$ cat src/logic/order_book_defs.svh
/* order book sizes */
`ifndef ORDER_BOOK_DEFS_SVH
`define ORDER_BOOK_DEFS_SVH

// stocks held by the book
`define NUM_STOCKS 4

// resting orders per stock and side
`define BOOK_DEPTH 8

// field widths
`define PRICE_W 32
`define QTY_W 16
`define OID_W 32

`endif

$ cat src/logic/order_book_pkg.sv
/* order book types */
`include "order_book_defs.svh"

package order_book_pkg;

    typedef logic [$clog2(`NUM_STOCKS)-1:0] stock_t;
    typedef logic [$clog2(`BOOK_DEPTH)-1:0] slot_t;
    // one bit wider than slot_t so a full side fits
    typedef logic [$clog2(`BOOK_DEPTH):0]   count_t;
    typedef logic [`PRICE_W-1:0]            price_t;
    typedef logic [`QTY_W-1:0]              qty_t;
    typedef logic [`OID_W-1:0]              oid_t;

    typedef enum logic [1:0] {
        OP_ADD     = 2'd0,
        OP_CANCEL  = 2'd1,
        OP_EXECUTE = 2'd2
    } op_t;

    // bid is the buy side
    typedef enum logic {
        SIDE_ASK = 1'b0,
        SIDE_BID = 1'b1
    } side_t;

    typedef enum logic [1:0] {
        ST_OK        = 2'd0,
        ST_NOT_FOUND = 2'd1,
        ST_FULL      = 2'd2,
        ST_BAD_OP    = 2'd3
    } status_t;

    typedef enum logic [2:0] {
        S_IDLE,
        S_ADD,
        S_SEARCH,
        S_SHIFT,
        S_SCAN,
        S_DONE
    } ctrl_state_t;

endpackage

$ cat src/logic/book_if.sv
/* controller to datapath link */
`timescale 1ns/100ps

interface book_if import order_book_pkg::*; ();

    // addressed side and slot
    side_t  side;
    stock_t stock;
    slot_t  slot;

    // write strobes
    logic   wr_add;
    logic   wr_dec;
    logic   wr_shift;
    logic   count_dec;
    oid_t   new_id;
    price_t new_price;
    qty_t   new_qty;

    // best price rescan
    logic   scan_start;
    logic   scan_step;
    logic   scan_done;

    // contents of the addressed slot
    oid_t   rd_id;
    price_t rd_price;
    qty_t   rd_qty;
    count_t count;

    modport ctrl (
        output side, stock, slot, wr_add, wr_dec, wr_shift, count_dec,
        output new_id, new_price, new_qty, scan_start, scan_step, scan_done,
        input  rd_id, rd_qty, count
    );

    modport store (
        input  side, stock, slot, wr_add, wr_dec, wr_shift, count_dec,
        input  new_id, new_price, new_qty,
        output rd_id, rd_price, rd_qty, count
    );

    modport scan (
        input side, stock, scan_start, scan_step, scan_done, rd_price
    );

endinterface

$ cat src/logic/best_price_scan.sv
/* best price search */
`timescale 1ns/100ps
`include "order_book_defs.svh"

module best_price_scan import order_book_pkg::*; (
    input  logic   i_clk,
    input  logic   i_reset_n,
    book_if.scan   bif,
    output price_t o_best_bid,
    output price_t o_best_ask
);

    localparam price_t BID_EMPTY = '0;
    localparam price_t ASK_EMPTY = {`PRICE_W{1'b1}};

    price_t best_bid_q [`NUM_STOCKS];
    price_t best_ask_q [`NUM_STOCKS];

    price_t run_best;
    price_t base;
    price_t cand;
    logic   better;

    // restart from the empty value of the scanned side
    assign base   = bif.scan_start ? ((bif.side == SIDE_BID) ? BID_EMPTY : ASK_EMPTY)
                                   : run_best;
    assign better = (bif.side == SIDE_BID) ? (bif.rd_price > base) : (bif.rd_price < base);
    assign cand   = (bif.scan_step && better) ? bif.rd_price : base;

    always_ff @(posedge i_clk) begin
        if (bif.scan_start || bif.scan_step) begin
            run_best <= cand;
        end
    end

    always_ff @(posedge i_clk) begin
        if (!i_reset_n) begin
            for (int s = 0; s < `NUM_STOCKS; s++) begin
                best_bid_q[s] <= BID_EMPTY;
                best_ask_q[s] <= ASK_EMPTY;
            end
        end else if (bif.scan_done) begin
            // cand already includes the final slot
            if (bif.side == SIDE_BID) begin
                best_bid_q[bif.stock] <= cand;
            end else begin
                best_ask_q[bif.stock] <= cand;
            end
        end
    end

    assign o_best_bid = best_bid_q[bif.stock];
    assign o_best_ask = best_ask_q[bif.stock];

endmodule

$ cat src/flat_wrapper.sv
// flat-port wrapper written by rule: the top's interface ports become plain ports
module best_price_scan_flat import order_book_pkg::*;
  (i_clk, i_reset_n, o_best_bid, o_best_ask, bif_side, bif_stock, bif_scan_start, bif_scan_step, bif_scan_done, bif_rd_price);
  book_if bif_i ();
  input  logic i_clk;
  input  logic i_reset_n;
  output price_t o_best_bid;
  output price_t o_best_ask;
  input wire logic [$bits(bif_i.side)-1:0] bif_side;
  input wire logic [$bits(bif_i.stock)-1:0] bif_stock;
  input wire logic [$bits(bif_i.scan_start)-1:0] bif_scan_start;
  input wire logic [$bits(bif_i.scan_step)-1:0] bif_scan_step;
  input wire logic [$bits(bif_i.scan_done)-1:0] bif_scan_done;
  input wire logic [$bits(bif_i.rd_price)-1:0] bif_rd_price;
  assign bif_i.side = bif_side;
  assign bif_i.stock = bif_stock;
  assign bif_i.scan_start = bif_scan_start;
  assign bif_i.scan_step = bif_scan_step;
  assign bif_i.scan_done = bif_scan_done;
  assign bif_i.rd_price = bif_rd_price;
  best_price_scan u_core (.i_clk(i_clk), .i_reset_n(i_reset_n), .bif(bif_i), .o_best_bid(o_best_bid), .o_best_ask(o_best_ask));
endmodule
$ cat config.mk
export PLATFORM = sky130hd
export DESIGN_NAME = best_price_scan_flat
export DESIGN_NICKNAME = d
export VERILOG_FILES = /design/src/logic/order_book_pkg.sv /design/src/logic/book_if.sv /design/src/logic/best_price_scan.sv /design/src/flat_wrapper.sv
export VERILOG_INCLUDE_DIRS = /design/src /design/src/logic
export SDC_FILE = /design/constraint.sdc
export NUM_CORES = 1
export LEC_CHECK = 0
export BUFFER_PORTS_ARGS = -buffer_cell sky130_fd_sc_hd__buf_2
export CAP_MARGIN = 20
export CORE_ASPECT_RATIO = 1.1
export CORE_MARGIN = 8
export CORE_UTILIZATION = 30
export CTS_BUF_LIST = sky130_fd_sc_hd__clkbuf_2 sky130_fd_sc_hd__clkbuf_4 sky130_fd_sc_hd__clkbuf_8
export DETAILED_ROUTE_END_ITERATION = 10
export GPL_ROUTABILITY_DRIVEN = 0
export PLACE_DENSITY_LB_ADDON = 0.05
export SYNTH_ARGS = -nofsm -noshare
export SYNTH_HDL_FRONTEND = slang
export SYNTH_SLANG_ARGS = --single-unit
$ cat constraint.sdc
create_clock -name i_clk -period 12.85 [get_ports i_clk]
set_input_delay 1.285 -clock i_clk [delete_from_list [all_inputs] [get_ports i_clk]]
set_output_delay 1.285 -clock i_clk [all_outputs]
set_load 0.05 [all_outputs]
Word-level counts from Yosys, hierarchy flattened. Memory sizes are Yosys's and may differ from the RTL's. Index checks and enable logic that the tools add are counted.

Bits in writable memories: 256. Output and inout port bits: 64. Flip-flop bits (word level): 32. Memories kept: 2. Bits of input ports: 40.

Memories: u_core.best_ask_q (depth 4, width 32, read ports 1, clocked after memory_dff 0, write ports 4, line best_price_scan.sv:17) `` price_t best_ask_q [`NUM_STOCKS]; ``; u_core.best_bid_q (depth 4, width 32, read ports 1, clocked after memory_dff 0, write ports 4, line best_price_scan.sv:16) `` price_t best_bid_q [`NUM_STOCKS]; ``.

Reductions and logical operators: 4. Magnitude comparators: 2. Multiplexer cells: 19.

Operator list (number): 32-bit 2-to-1 mux (5); 32-bit OR reduction (2); 32-bit greater-than comparator (1); 32-bit < comparator (1); 1-bit 2-to-1 mux (12); 2-bit 2-to-1 mux (2); 1-bit logical AND (1); 1-bit logical OR (1).

Depth between registers and ports, before layout.
Depth after elaboration: 7. Mapped depth: 16.

Worst setup path after synthesis. OpenSTA, ideal clock, no wires.

Path kind: in2reg. From: input bif_stock[0]. To: memory u_core.best_ask_q[3][0] in the netlist's numbering, enable pin. Cell stages on the path: 5. Arrival time: 4.723 ns. Setup time: 0.466 ns. Path slack: 7.661 ns. Required time: 12.384 ns. Path through: clkbuf_1 buf_2 buf_1 nand3_1 o21ai_0.

RTL lines: start: declaration (line flat_wrapper.sv:10) `input wire logic [$bits(bif_i.stock)-1:0] bif_stock;`; end: declaration (line best_price_scan.sv:17).

Worst setup path after layout.
From: input bif_scan_start. To: register u_core.run_best[17], data pin.

Cells in the longest elaborated chain, start to end: 5.

Ends and longest elaborated chain: start: declaration (line flat_wrapper.sv:11) `input wire logic [$bits(bif_i.scan_start)-1:0] bif_scan_start;`; 32-bit 2-to-1 mux * (line best_price_scan.sv:25) `assign base = bif.scan_start ? ((bif.side == SIDE_BID) ? BID_EMPTY : ASK_EMPTY)`; 32-bit < comparator / 32-bit greater-than comparator (equally long branches) (line best_price_scan.sv:27) `assign better = (bif.side == SIDE_BID) ? (bif.rd_price > base) : (bif.rd_price < base);`; 1-bit 2-to-1 mux (line best_price_scan.sv:27); 1-bit logical AND (line best_price_scan.sv:28) `assign cand = (bif.scan_step && better) ? bif.rd_price : base;`; 32-bit 2-to-1 mux * (line best_price_scan.sv:28); via u_core.cand[17] (line best_price_scan.sv:21) `price_t cand;`; end signal: assignment (line best_price_scan.sv:32) `run_best <= cand;`; end: declaration (line best_price_scan.sv:19) `price_t run_best;`.

The timed path passes the listed nets; every way through them passes the cells marked *. A chain may end at the register's enable or synchronous reset.

==> results.toml <==
[run_status]
status = "finished clean"

[sta]
period_minus_slack_ns = 6.78
slew_viol_final = 0
fmax_mhz = 148
hold_viol_final = 0
final.setup.tns_ns = 0
relSlewSlack_pct = 30.7
rsz0062_at_grt = "no"
worst_hold_slack_ns = 0.958
setup_viol = 0
tightest_slew_ns = 1.04
skew_ns = 0.0229
setup_ws_ns = 6.07
fin_crit_sh_pct = 52.7

[logic_synthesis]
ys_seq_area_share_pct = 50.9
ys.flop_type = "edfxtp_1"
yosys-top-cells-count = "288 x edfxtp_1, 274 x nand2_1, 260 x nor2_1"
synth_top_area_cell = "edfxtp_1"
synth_nets = 1573
synth_edf_count = 288
synth_area_sq_um = 17000
ys_types = 33
synth_top_area_share_pct = 50.9
yosysMostFrequentCell = "edfxtp_1"
synth_area_per_cell_sq_um = 11.3
syn_inst = 1501
ys_ff_latch = 288
ys_async_sr_fraction_pct = 0
synth_area_leaders = "edfxtp_1 51%, mux2i_1 15%, mux4_2 8.5%"
yosysWarningCount = 0

[detailed_routing]
highest_layer = "met5"
vias = 11404
ant_nets = 0
drt-initial-drc-count = 759
drcViolationCount = 0
wl_met1_um = 24900
drt_pass1_iterations = 7
met2_wirelength_um = 25200
vias_per_cell = 4.90
wl_per_cell_um = 23.2
wl_met3_um = 2540
wl_um = 54000

[floorplanning]
die_h_um = 266
core_area_sq_um = 56000
rows = 91
dieArea_sq_um = 64500
pin_count = 104
start_util_pct = 30.3
fp.dieW_um = 243

[worst_setup_path]
cp_max_fo = 59
crit_top_cell = "buf_4"
cp-end-kind = "flop"
critPathKind = "in -> reg"
slowest_delay_ns = 0.93
critPathArrivalTime_ns = 7.17
crit_family = "buffers and inverters"
crit_path_top_delay_cell = "buf_4"
crit_chain = "buf_2, nand2_1, buf_4, o21ai_1, inv_1, ha_1, a21oi_1, o21ai_0, a221oi_1, o211ai_1, a21oi_1, mux2i_4, buf_4, buf_4, mux2_2"
critPathLaunchType = "input port"
worstPathBufferInverterCount = 5
required_ns = 13.25

[cts]
h-tree-depth = 2
ctsRootBufferMaster = "clkbuf_8"
postCtsSetupBuffers = 0
clock-sinks = 288
cts.clk_slew.worst_paths_ns = 0.06
cts_buffers = 58
cts_resized = 0
clk_latency_ns = 0.66
cts_tree = "yes"
clock_path_buffers = 3
cts_hold_buffers = 0

[grt]
grt_pass1_wl_um = 80000
antenna_found_initial = 7
grt_use_total_pct = 16.6
grt_max_degree = 126
grt_pass1_vias = 11538
grt_overflow_total = 0

[placed_design]
dp_hpwl_um = 29500
port_buffers = 103
pre_cts_slack_ns = 5.34

[power]
cellLeakagePower_nw = 7.63
max-vdd-ir-drop_uv = 81.8
p_per_area_nw_per_um2 = 131
finalPower_mw = 2.48

[hold_path]
hold_class = "reg -> reg"

[run]
maxCapViolCount = 0

[final_layout]
final_nets = 1613
finish.utilization_pct = 33.9
drive_gt1_share_pct = 20.5
syn_to_final_growth_pct = 11.6
==> through the flow <==
step           cells  area [sq um]
3_3_place_gp    2225         17900
2_1_floorplan   1501         17000
4_1_cts         2325         19000
6_report        2327         19000
5_1_grt         2326         19000
3_5_place_dp    2225         17900
==> worst paths after layout <==
kind              slack [ns]  depth (start not counted)                            endpoint                          start
hold reg to reg         0.96                          4  u_core.best_bid_q[3][23]$_DFFE_PP_  u_core.run_best[23]$_DFFE_PP_
hold / removal          0.96                          4  u_core.best_bid_q[3][23]$_DFFE_PP_  u_core.run_best[23]$_DFFE_PP_
setup reg to reg        7.58                         12       u_core.run_best[17]$_DFFE_PP_  u_core.run_best[31]$_DFFE_PP_
setup / recovery        6.07                         15       u_core.run_best[17]$_DFFE_PP_                 bif_scan_start
==> cells by family (layout without fill, tap and decap cells) <==
| group | Yosys count | in the layout | share of synthesized area, % |
|---|---|---|---|
| flip-flops | 288 | 288 | 50.9 |
| adder cells (fa/ha/maj) | 32 | 32 | 2.36 |
| multiplexers | 353 | 353 | 25.7 |
| AO/OA/AOI/OAI | 59 | 59 | 1.84 |
| other | 0 | 2 | 0 |
| AND/OR/NAND/NOR | 560 | 560 | 12.8 |
| buffers and inverters | 209 | 289 | 6.39 |
==> area by class of cell <==
class / count / area [sq um]
antenna: 2 / 5.00
clock buffer: 85 / 1020
clock inverter: 15 / 82.6
fill: 5690 / 37100
inverter: 65 / 244
multi-input combinational: 1004 / 7350
sequential: 288 / 8650
tap: 744 / 931
timing repair buffer: 124 / 691
==> worst register-to-register path, cell delays in order (launching register included) <==
cell	delay, ns
edfxtp_1	0.32
nor2_1	0.04
a21oi_1	0.67
inv_1	0.14
ha_1	0.34
nand4_1	0.16
nor4_1	0.34
nor3b_1	0.45
a21oi_1	0.21
mux2i_4	0.24
buf_4	0.72
buf_4	0.93
mux2_2	0.46
==> layout by cell type (no fill, tap or decap), types with 14 or more instances in the layout <==
cell type,netlist,final
a21oi_1,16,16
buf_2,3,101
buf_4,7,22
clkbuf_4,0,24
clkbuf_8,0,61
clkinv_1,0,14
edfxtp_1,288,288
ha_1,32,32
inv_1,65,65
mux2_2,32,32
mux2i_1,257,256
mux4_2,64,64
nand2_1,274,271
nor2_1,260,260
o21ai_1,31,31
==> power by group <==
part	internal (mW)	total, mW	switching, mW
clock	0.519	0.940	0.421
sequential	1.09	1.10	0.0120
combinational	0.141	0.439	0.298
total	1.75	2.48	0.732
==> flip-flops by register name, indices dropped and copies added, names as in the netlist <==
name / flops
u_core.best_ask_q: 128
u_core.run_best: 32
u_core.best_bid_q: 128
==> metal layers <==
layer / track usage [%] / vias to the layer above
li1: - / 5354
met1: 22.2 / 5670
met2: 27.1 / 271
met3: 3.44 / 101
met4: 4.39 / 8
met5: 0 / -
(Power assumes the default switching activity.)
