==> config.mk <==
export PLATFORM = sky130hd
export DESIGN_NAME = order_book_ctrl_flat
export DESIGN_NICKNAME = d
export VERILOG_FILES = /design/src/logic/order_book_pkg.sv /design/src/logic/book_if.sv /design/src/logic/order_book_ctrl.sv /design/src/flat_wrapper.sv
export VERILOG_INCLUDE_DIRS = /design/src /design/src/logic
export SDC_FILE = /design/constraint.sdc
export NUM_CORES = 1
export LEC_CHECK = 0
export ABC_AREA = 1
export BUFFER_PORTS_ARGS = -buffer_cell sky130_fd_sc_hd__buf_2
export CORE_ASPECT_RATIO = 0.8
export CORE_MARGIN = 2
export CORE_UTILIZATION = 47
export CTS_CLUSTER_DIAMETER = 80
export CTS_CLUSTER_SIZE = 24
export DETAILED_ROUTE_END_ITERATION = 7
export PLACE_DENSITY = 0.87
export SYNTH_ARGS = -nofsm -noshare
export SYNTH_HDL_FRONTEND = slang
export SYNTH_SLANG_ARGS = --single-unit
==> constraint.sdc <==
create_clock -name i_clk -period 5.6 [get_ports i_clk]
set_input_delay 0.56 -clock i_clk [delete_from_list [all_inputs] [get_ports i_clk]]
set_output_delay 0.56 -clock i_clk [all_outputs]
set_load 0.005 [all_outputs]
==> src/logic/order_book_defs.svh <==
/* order book sizes */
`ifndef ORDER_BOOK_DEFS_SVH
`define ORDER_BOOK_DEFS_SVH

// stocks held by the book
`define NUM_STOCKS 4

// resting orders per stock and side
`define BOOK_DEPTH 8

// field widths
`define PRICE_W 32
`define QTY_W 16
`define OID_W 32

`endif

==> src/logic/order_book_pkg.sv <==
/* order book types */
`include "order_book_defs.svh"

package order_book_pkg;

    typedef logic [$clog2(`NUM_STOCKS)-1:0] stock_t;
    typedef logic [$clog2(`BOOK_DEPTH)-1:0] slot_t;
    // one bit wider than slot_t so a full side fits
    typedef logic [$clog2(`BOOK_DEPTH):0]   count_t;
    typedef logic [`PRICE_W-1:0]            price_t;
    typedef logic [`QTY_W-1:0]              qty_t;
    typedef logic [`OID_W-1:0]              oid_t;

    typedef enum logic [1:0] {
        OP_ADD     = 2'd0,
        OP_CANCEL  = 2'd1,
        OP_EXECUTE = 2'd2
    } op_t;

    // bid is the buy side
    typedef enum logic {
        SIDE_ASK = 1'b0,
        SIDE_BID = 1'b1
    } side_t;

    typedef enum logic [1:0] {
        ST_OK        = 2'd0,
        ST_NOT_FOUND = 2'd1,
        ST_FULL      = 2'd2,
        ST_BAD_OP    = 2'd3
    } status_t;

    typedef enum logic [2:0] {
        S_IDLE,
        S_ADD,
        S_SEARCH,
        S_SHIFT,
        S_SCAN,
        S_DONE
    } ctrl_state_t;

endpackage

==> src/logic/book_if.sv <==
/* controller to datapath link */
`timescale 1ns/100ps

interface book_if import order_book_pkg::*; ();

    // addressed side and slot
    side_t  side;
    stock_t stock;
    slot_t  slot;

    // write strobes
    logic   wr_add;
    logic   wr_dec;
    logic   wr_shift;
    logic   count_dec;
    oid_t   new_id;
    price_t new_price;
    qty_t   new_qty;

    // best price rescan
    logic   scan_start;
    logic   scan_step;
    logic   scan_done;

    // contents of the addressed slot
    oid_t   rd_id;
    price_t rd_price;
    qty_t   rd_qty;
    count_t count;

    modport ctrl (
        output side, stock, slot, wr_add, wr_dec, wr_shift, count_dec,
        output new_id, new_price, new_qty, scan_start, scan_step, scan_done,
        input  rd_id, rd_qty, count
    );

    modport store (
        input  side, stock, slot, wr_add, wr_dec, wr_shift, count_dec,
        input  new_id, new_price, new_qty,
        output rd_id, rd_price, rd_qty, count
    );

    modport scan (
        input side, stock, scan_start, scan_step, scan_done, rd_price
    );

endinterface

==> src/logic/order_book_ctrl.sv <==
/* order book sequencer */
`timescale 1ns/100ps
`include "order_book_defs.svh"

module order_book_ctrl import order_book_pkg::*; (
    input  logic    i_clk,
    input  logic    i_reset_n,
    input  logic    i_order_valid,
    input  op_t     i_op,
    input  side_t   i_side,
    input  stock_t  i_stock,
    input  oid_t    i_order_id,
    input  price_t  i_price,
    input  qty_t    i_qty,
    input  logic    i_result_ready,
    output logic    o_ready,
    output logic    o_result_valid,
    output status_t o_status,
    book_if.ctrl    bif
);

    ctrl_state_t state_q, state_d;
    slot_t       slot_q, slot_d;
    status_t     status_q, status_d;

    // accepted order
    op_t    op_q;
    side_t  side_q;
    stock_t stock_q;
    oid_t   id_q;
    price_t price_q;
    qty_t   qty_q;

    count_t slot_ext;
    logic   last;
    logic   hit;
    logic   exec_all;

    assign o_ready        = (state_q == S_IDLE);
    assign o_result_valid = (state_q == S_DONE);
    assign o_status       = status_q;

    assign bif.side      = side_q;
    assign bif.stock     = stock_q;
    assign bif.slot      = slot_q;
    assign bif.new_id    = id_q;
    assign bif.new_price = price_q;
    assign bif.new_qty   = qty_q;

    assign slot_ext = {1'b0, slot_q};
    // also true on an empty side
    assign last     = (slot_ext + count_t'(1) >= bif.count);
    assign hit      = (bif.count != '0) && (bif.rd_id == id_q);
    assign exec_all = (qty_q >= bif.rd_qty);

    always_comb begin
        state_d        = state_q;
        slot_d         = slot_q;
        status_d       = status_q;
        bif.wr_add     = 1'b0;
        bif.wr_dec     = 1'b0;
        bif.wr_shift   = 1'b0;
        bif.count_dec  = 1'b0;
        bif.scan_start = 1'b0;
        bif.scan_step  = 1'b0;
        bif.scan_done  = 1'b0;
        case (state_q)
            S_IDLE: begin
                if (i_order_valid) begin
                    slot_d = '0;
                    case (i_op)
                        OP_ADD: state_d = S_ADD;
                        OP_CANCEL, OP_EXECUTE: state_d = S_SEARCH;
                        default: begin
                            status_d = ST_BAD_OP;
                            state_d  = S_DONE;
                        end
                    endcase
                end
            end
            S_ADD: begin
                if (bif.count == count_t'(`BOOK_DEPTH)) begin
                    status_d = ST_FULL;
                    state_d  = S_DONE;
                end else begin
                    bif.wr_add = 1'b1;
                    status_d   = ST_OK;
                    state_d    = S_SCAN;
                end
            end
            S_SEARCH: begin
                if (hit) begin
                    status_d = ST_OK;
                    if (op_q == OP_EXECUTE && !exec_all) begin
                        bif.wr_dec = 1'b1;
                        slot_d     = '0;
                        state_d    = S_SCAN;
                    end else if (last) begin
                        // nothing behind the removed order
                        bif.count_dec = 1'b1;
                        slot_d        = '0;
                        state_d       = S_SCAN;
                    end else begin
                        state_d = S_SHIFT;
                    end
                end else if (last) begin
                    status_d = ST_NOT_FOUND;
                    state_d  = S_DONE;
                end else begin
                    slot_d = slot_q + slot_t'(1);
                end
            end
            S_SHIFT: begin
                bif.wr_shift = 1'b1;
                if (slot_ext + count_t'(2) >= bif.count) begin
                    bif.count_dec = 1'b1;
                    slot_d        = '0;
                    state_d       = S_SCAN;
                end else begin
                    slot_d = slot_q + slot_t'(1);
                end
            end
            S_SCAN: begin
                bif.scan_start = (slot_q == '0);
                bif.scan_step  = (slot_ext < bif.count);
                bif.scan_done  = last;
                if (last) begin
                    state_d = S_DONE;
                end else begin
                    slot_d = slot_q + slot_t'(1);
                end
            end
            S_DONE: begin
                if (i_result_ready) begin
                    state_d = S_IDLE;
                end
            end
            default: state_d = S_IDLE;
        endcase
    end

    always_ff @(posedge i_clk) begin
        if (!i_reset_n) begin
            state_q  <= S_IDLE;
            slot_q   <= '0;
            status_q <= ST_OK;
        end else begin
            state_q  <= state_d;
            slot_q   <= slot_d;
            status_q <= status_d;
        end
    end

    always_ff @(posedge i_clk) begin
        if (o_ready && i_order_valid) begin
            op_q    <= i_op;
            side_q  <= i_side;
            stock_q <= i_stock;
            id_q    <= i_order_id;
            price_q <= i_price;
            qty_q   <= i_qty;
        end
    end

    a_valid_not_ready: assert property (@(posedge i_clk) disable iff (!i_reset_n)
        !(o_result_valid && o_ready));

    // search never runs past the packed part of the side
    a_search_in_range: assert property (@(posedge i_clk) disable iff (!i_reset_n)
        (state_q == S_SEARCH && bif.count != '0) |-> slot_ext < bif.count);

endmodule

==> src/flat_wrapper.sv <==
// flat-port wrapper written by rule: the top's interface ports become plain ports
module order_book_ctrl_flat import order_book_pkg::*;
  (i_clk, i_reset_n, i_order_valid, i_op, i_side, i_stock, i_order_id, i_price, i_qty, i_result_ready, o_ready, o_result_valid, o_status, bif_side, bif_stock, bif_slot, bif_wr_add, bif_wr_dec, bif_wr_shift, bif_count_dec, bif_new_id, bif_new_price, bif_new_qty, bif_scan_start, bif_scan_step, bif_scan_done, bif_rd_id, bif_rd_qty, bif_count);
  book_if bif_i ();
  input  logic i_clk;
  input  logic i_reset_n;
  input  logic i_order_valid;
  input  op_t i_op;
  input  side_t i_side;
  input  stock_t i_stock;
  input  oid_t i_order_id;
  input  price_t i_price;
  input  qty_t i_qty;
  input  logic i_result_ready;
  output logic o_ready;
  output logic o_result_valid;
  output status_t o_status;
  output wire logic [$bits(bif_i.side)-1:0] bif_side;
  output wire logic [$bits(bif_i.stock)-1:0] bif_stock;
  output wire logic [$bits(bif_i.slot)-1:0] bif_slot;
  output wire logic [$bits(bif_i.wr_add)-1:0] bif_wr_add;
  output wire logic [$bits(bif_i.wr_dec)-1:0] bif_wr_dec;
  output wire logic [$bits(bif_i.wr_shift)-1:0] bif_wr_shift;
  output wire logic [$bits(bif_i.count_dec)-1:0] bif_count_dec;
  output wire logic [$bits(bif_i.new_id)-1:0] bif_new_id;
  output wire logic [$bits(bif_i.new_price)-1:0] bif_new_price;
  output wire logic [$bits(bif_i.new_qty)-1:0] bif_new_qty;
  output wire logic [$bits(bif_i.scan_start)-1:0] bif_scan_start;
  output wire logic [$bits(bif_i.scan_step)-1:0] bif_scan_step;
  output wire logic [$bits(bif_i.scan_done)-1:0] bif_scan_done;
  input wire logic [$bits(bif_i.rd_id)-1:0] bif_rd_id;
  input wire logic [$bits(bif_i.rd_qty)-1:0] bif_rd_qty;
  input wire logic [$bits(bif_i.count)-1:0] bif_count;
  assign bif_side = bif_i.side;
  assign bif_stock = bif_i.stock;
  assign bif_slot = bif_i.slot;
  assign bif_wr_add = bif_i.wr_add;
  assign bif_wr_dec = bif_i.wr_dec;
  assign bif_wr_shift = bif_i.wr_shift;
  assign bif_count_dec = bif_i.count_dec;
  assign bif_new_id = bif_i.new_id;
  assign bif_new_price = bif_i.new_price;
  assign bif_new_qty = bif_i.new_qty;
  assign bif_scan_start = bif_i.scan_start;
  assign bif_scan_step = bif_i.scan_step;
  assign bif_scan_done = bif_i.scan_done;
  assign bif_i.rd_id = bif_rd_id;
  assign bif_i.rd_qty = bif_rd_qty;
  assign bif_i.count = bif_count;
  order_book_ctrl u_core (.i_clk(i_clk), .i_reset_n(i_reset_n), .i_order_valid(i_order_valid), .i_op(i_op), .i_side(i_side), .i_stock(i_stock), .i_order_id(i_order_id), .i_price(i_price), .i_qty(i_qty), .i_result_ready(i_result_ready), .o_ready(o_ready), .o_result_valid(o_result_valid), .o_status(o_status), .bif(bif_i));
endmodule
=== Yosys cells after proc, flatten, opt, wreduce, memory -nomap -nowiden ===
Cells that the tools add are included.

* Logic and storage cells: 84
* Output and inout port bits: 97
* Memories: 0
* Register bits: 93
* Bits in latches: 0
* ROM bits: 0
* Bits of input ports: 141
* Bits in writable memories: 0

* Reductions and logical operators: 15
* Multipliers: 0
* Muxes and demuxes: 37
* Shift-type cells: 0
* Bitwise logic cells: 0
* Div/mod/pow operators: 0
* $add $sub $neg: 3
* Equal/unequal tests: 16
* $lt $le $gt $ge: 4

{| class="wikitable"
|+ Operators by type and width
! operator !! number
|-
| 2-to-1 mux 3 bit || 13
|-
| equality test 32 bit || 1
|-
| one-hot mux 3 bit (6 select lines) || 1
|-
| greater-or-equal comparator 16 bit || 1
|-
| 2-to-1 mux 1 bit || 14
|-
| one-hot mux 3 bit (4 select lines) || 1
|-
| 2-to-1 mux 2 bit || 5
|-
| greater-or-equal comparator 4 bit || 2
|-
| nonzero test 4 bit || 2
|-
| equality test 3 x 2 -> 1 bit, second input constant || 2
|-
| equality test 3 bit, second input constant || 2
|-
| logical NOT 3 bit || 2
|-
| inequality test 2 bit, second input constant || 3
|-
| one-hot mux 2 bit (3 select lines) || 1
|-
| one-hot mux 3 bit (2 select lines) || 1
|-
| AND reduction 3 bit || 2
|-
| adder 3 x 1 -> 4 bit, second input constant || 1
|-
| adder 3 x 2 -> 4 bit, second input constant || 1
|-
| equality test 2 bit, second input constant || 2
|-
| equality test 4 bit, second input constant || 1
|-
| less-than comparator 3 x 4 -> 1 bit || 1
|-
| inequality test 4 x 3 -> 1 bit, second input constant || 1
|-
| AND reduction 4 bit || 1
|-
| adder 3 x 1 -> 3 bit, second input constant || 1
|-
| other kinds (11) || 13
|}

=== Longest topological paths before layout ===
* Depth in word-level cells: 6
* Gate-level depth with buffers: 14
* Gate-level depth less buffers: 14

=== Least setup slack after synthesis ===
OpenSTA, ideal clock, no wires.

* Kind: register to register
* Start point: register u_core.state_q[0]
* End point: register u_core.id_q[0] (netlist: u_core.bif.new_id[0]) (enable)
* Stages on the path, launching flop included: 6
* Clock period less this slack: 4.837 ns
* Required time: 5.070 ns
* Arrival: 4.307 ns
* Path buffers: 0
* Setup slack: 0.763 ns
* Path through: dfxtp_1 -> nor2_1 -> inv_1 -> nor2_4 -> inv_2 -> nor2_1

* Longest elaborated chain between the ends: 2

{| class="wikitable"
|+ Ends and longest elaborated chain
! what !! RTL line !! RTL
|-
| start, declared || order_book_ctrl.sv:22 || <nowiki>ctrl_state_t state_q, state_d;</nowiki>
|-
| start signal, assigned || order_book_ctrl.sv:148 || <nowiki>state_q <= state_d;</nowiki>
|-
| logical NOT 3 bit || order_book_ctrl.sv:39 || <nowiki>assign o_ready = (state_q == S_IDLE);</nowiki>
|-
| via o_ready || flat_wrapper.sv:15 || <nowiki>output logic o_ready;</nowiki>
|-
| logical AND 1 bit || order_book_ctrl.sv:155 || <nowiki>if (o_ready && i_order_valid) begin</nowiki>
|-
| end signal, assigned || order_book_ctrl.sv:159 || <nowiki>id_q <= i_order_id;</nowiki>
|-
| end, declared || order_book_ctrl.sv:30 || <nowiki>oid_t id_q;</nowiki>
|}

The timed path passes the listed nets, and every way through them passes these cells.
A chain may end at the register's enable or synchronous reset.

=== Worst setup path in the final report ===
* Start point: register u_core.slot_q[0] (netlist: u_core.bif.slot[0])
* End point: output bif_count_dec

* Longest elaborated chain between the ends: 6

{| class="wikitable"
|+ Ends and longest elaborated chain
! what !! RTL line !! RTL
|-
| start, declared || order_book_ctrl.sv:23 || <nowiki>slot_t slot_q, slot_d;</nowiki>
|-
| start signal, assigned || order_book_ctrl.sv:149 || <nowiki>slot_q <= slot_d;</nowiki>
|-
| adder 3 x 1 -> 4 bit || order_book_ctrl.sv:52 || <nowiki>assign last = (slot_ext + count_t'(1) >= bif.count);</nowiki>
|-
| greater-or-equal comparator 4 bit || order_book_ctrl.sv:52 ||
|-
| 2-to-1 mux 1 bit || order_book_ctrl.sv:98 || <nowiki>end else if (last) begin</nowiki>
|-
| 2-to-1 mux 1 bit || order_book_ctrl.sv:94 || <nowiki>if (op_q == OP_EXECUTE && !exec_all) begin</nowiki>
|-
| 2-to-1 mux 1 bit || order_book_ctrl.sv:92 || <nowiki>if (hit) begin</nowiki>
|-
| one-hot mux 1 bit (2 select lines) (*) || order_book_ctrl.sv:67 || <nowiki>case (state_q)</nowiki>
|-
| end, declared || flat_wrapper.sv:24 || <nowiki>output wire logic [$bits(bif_i.count_dec)-1:0] bif_count_dec;</nowiki>
|}

Every way passes the cells marked *; elsewhere a longest branch is shown, timed or not.

==> key figures <==
Status
  • Status: completed

Worst setup path
  • Critical Setup Path Class: reg2out
  • End point of the critical path: bif_count_dec
  • Startpoint class of the critical path: register
  • Maximum net fanout on the critical path: 9
  • Endpoint of the lowest-slack register-to-register path: u_core.bif.new_price[0]
  • FF-to-FF path depth: 6
  • Critical path endpoint category: primary output
  • Reg-to-reg slack, setup: approximately 3.1 ns
  • Arrival @ worst endpoint: 2.48 ns
  • Worst Path Required: 5.04 ns
  • Beginning of the critical path: u_core.bif.slot[0]
  • Source of the worst register-to-register timing path: u_core.state_q[0]

Placement
  • Placer Congestion: slightly above 0.9
  • Port-buffer cells: 237
  • Detailed placer's ending HPWL: 10700 µm
  • Post-DP Area: ~6300 µm²

Floorplanning
  • Starting density of the core: 0.481
  • DIE WIDTH: 118 µm
  • Num rows: 33
  • Core Area: a little over 10000 µm²
  • Die Outline Area: 11300 µm²
  • I/O pin cnt: between 200 and 250
  • Die Y: approximately 95 µm

GRT
  • Largest net degree at the start of global routing: 67
  • All-Layer GR Usage: 0.234
  • First-pass GRT wire length: approximately 20000 µm
  • Aggregate global routing overflow: 0
  • Initial antenna violation count: 0
  • Via count of the first global-routing pass: 4488

Timing
  • Worst-Margin Slew: ~0.83 ns
  • Final Hold Vio Count: 0
  • Crit path time final: 3.04 ns
  • Unrepaired setup endpoints after global routing: false
  • Final setup violation count: 0
  • Pins over their slew limit: 0
  • Post-Route Skew: 0.00678 ns
  • Fin Setup TNS: 0 ns
  • Headroom to the max-slew limit: 0.447
  • Max Fclk: 0.329 GHz
  • Final cycle utilization of the critical path: 0.543

CTS
  • Library cell used as clock root buffer: sky130_fd_sc_hd__clkbuf_16
  • Max H-tree Level: 3
  • Insertion delay of the later-clocked pin in the worst-skew pair: 0.34 ns
  • Clock input transition at the sequential cells of the worst setup and hold paths: 0.07 ns
  • Maximum clock path buffer count: 2
  • Total clock buffers created by CTS: 9
  • Post-CTS Resized: 0
  • CTS sink count: 93
  • TritonCTS clock tree: done
  • CTS Hold Buffers Added: 0
  • Number of buffers added for setup after CTS: 0

Route
  • Drt wl/cell: around 14 µm
  • Number of iterations in the first detailed-routing pass: 4
  • Per-cell via count in the routed design: ~4.8
  • Number of remaining DRC errors: 0
  • Via count: between 4000 and 5000
  • Number of design-rule violations left by the first detailed-router iteration: around 230
  • Remaining antenna violation count after routing: 0
  • Aggregate routed wire length: between 10000 and 15000 µm

Synthesis
  • Synth warn: 0
  • Register area share after synthesis: 0.553
  • Post-synthesis instance area: about 4900 µm²
  • Async set or reset register ratio after synthesis: 0
  • Leading register cell type out of synthesis: sky130_fd_sc_hd__edfxtp_1
  • Number of synthesized flops with an enable pin: 85
  • Instance count of the mapped netlist: around 530
  • Total of flip-flops plus latches after synthesis: 93
  • Number of distinct library cells after synthesis: 27
  • Syn Nets: 700
  • Post-Syn Area per Cell: around 9.3 µm²

Pwr
  • Largest voltage drop on the vdd net: between 0.2 and 0.25 mV
  • Static leakage power: roughly 3.4 nW
  • Power density of the placed cells: about 370 nW/µm²

Finish
  • Post-layout net count: ~950
  • Post-route design area: between 6000 and 7000 µm²
  • Layout fillers: between 800 and 900
  • Count of inserted antenna diode cells: 0
  • Share of layout cells above drive strength 1: 0.353
  • Area growth from synthesis to layout: 34.3%

Hold path
  • Hold path startpoint: i_order_id[8]
  • Hold Path Class: in2reg

Job
  • Number of maximum-capacitance constraint violations: 0
worst min-delay path by stage:
stage                                  to  slack, ns  depth (start not counted)
finish               u_core.bif.new_id[8]       0.39                          1
global route        u_core.bif.new_id[17]       0.37                          1
CTS                 u_core.bif.new_id[11]       0.37                          1
detailed placement     u_core.o_status[0]       0.46                          2
global placement       u_core.o_status[0]       0.44                          2
floorplan               u_core.state_q[1]       0.46                          2
metrics by stage:
step | worst slack (ns) | power (mW) | utilization | std cells | hold WS [ns]
after floorplan | 0.763 | 1.51 | - | 528 | 0.456
after global placement | 3.01 | 1.79 | 0.616 | 906 | 0.444
after detailed placement | 2.92 | 1.83 | 0.616 | 906 | 0.455
after CTS | 2.53 | 2.44 | 0.645 | 922 | 0.372
after global routing | 2.31 | 2.57 | 0.645 | 922 | 0.371
final | 2.56 | 2.42 | 0.645 | 922 | 0.388
final cells by class:
cell class | instances | area, µm² | area share
sequential | 93 | 2710 | 0.412
multi-input combinational | 315 | 1750 | 0.265
clock buffer | 9 | 225 | 0.0342
inverter | 120 | 450 | 0.0684
timing repair buffer | 238 | 1190 | 0.181
tap | 140 | 175 | 0.0266
clock inverter | 7 | 78.8 | 0.0120
cells in the final DEF (no fill, tap or decap), drive strengths merged:
cell    Yosys  final
xnor2      10     10
nand3b      4      4
nor2       56     56
clkbuf      0      9
ha         31     31
o21ai       8      8
nand4      12     12
xor2        2      2
o21bai      5      5
o211ai      1      1
o21a        1      1
nand3      20     20
clkinv      0      4
dfxtp       8      8
nand2     141    141
inv       120    123
a31oi       1      1
edfxtp     85     85
a21oi      19     19
nor4        3      3
buf         0    238
a21o        1      1
synthesized netlist by cell type, types with 5 or more instances:
master                     number  area share
sky130_fd_sc_hd__nand2_1      137        0.10
sky130_fd_sc_hd__inv_1        115       0.088
sky130_fd_sc_hd__edfxtp_1      85        0.52
sky130_fd_sc_hd__nor2_1        49       0.038
sky130_fd_sc_hd__ha_1          31       0.079
sky130_fd_sc_hd__a21oi_1       18       0.018
sky130_fd_sc_hd__nand3_1       17       0.017
sky130_fd_sc_hd__nand4_1       12       0.015
sky130_fd_sc_hd__xnor2_1       10       0.018
sky130_fd_sc_hd__dfxtp_1        8       0.033
sky130_fd_sc_hd__o21ai_0        8      0.0082
sky130_fd_sc_hd__inv_2          5      0.0038
sky130_fd_sc_hd__o21bai_1       5      0.0077
logic make-up after synthesis:
| family | Yosys count | synth area share |
|---|---|---|
| compound gates | 36 | 0.0419 |
| xor+xnor | 12 | 0.0214 |
| fa+ha+maj | 31 | 0.0791 |
| buf+inv | 120 | 0.0919 |
| flops | 93 | 0.553 |
| simple gates | 236 | 0.212 |
where the power goes:
group	leakage (nW)	total (mW)	switching, mW	internal [mW]
clock network	0.148	0.609	0.292	0.317
registers	0.875	1.05	0.0873	0.966
logic	2.42	0.760	0.464	0.296
metal layers:
layer	track usage	vias up	wire length, µm	share of wire
met4	0.106	0	350	0.027
met3	0.0766	36	1020	0.077
li1	-	2192	-	-
met2	0.433	179	6620	0.50
met1	0.246	1992	5150	0.39
met5	0	-	0	0
sequential cells by signal, summed over array words and instances, names as in the netlist, 2 cells and up:
name and flops:
u_core.bif.new_id 32, u_core.bif.slot 3, u_core.o_status 2, u_core.bif.stock 2, u_core.bif.new_qty 16, u_core.op_q 2, u_core.bif.new_price 32, u_core.state_q 3
worst max-delay path, cell delays in order (launching register included):
cell                       delay, ns
sky130_fd_sc_hd__dfxtp_1        0.45
sky130_fd_sc_hd__inv_1          0.12
sky130_fd_sc_hd__ha_1           0.33
sky130_fd_sc_hd__ha_1           0.28
sky130_fd_sc_hd__inv_1          0.05
sky130_fd_sc_hd__o21bai_1       0.11
sky130_fd_sc_hd__nand3_1        0.10
sky130_fd_sc_hd__nand3_2        0.17
sky130_fd_sc_hd__nand2_1        0.07
sky130_fd_sc_hd__inv_1          0.09
sky130_fd_sc_hd__nand3b_1       0.08
sky130_fd_sc_hd__a21oi_1        0.15
sky130_fd_sc_hd__buf_2          0.13
Note: power is estimated with default switching activity, not from simulation.
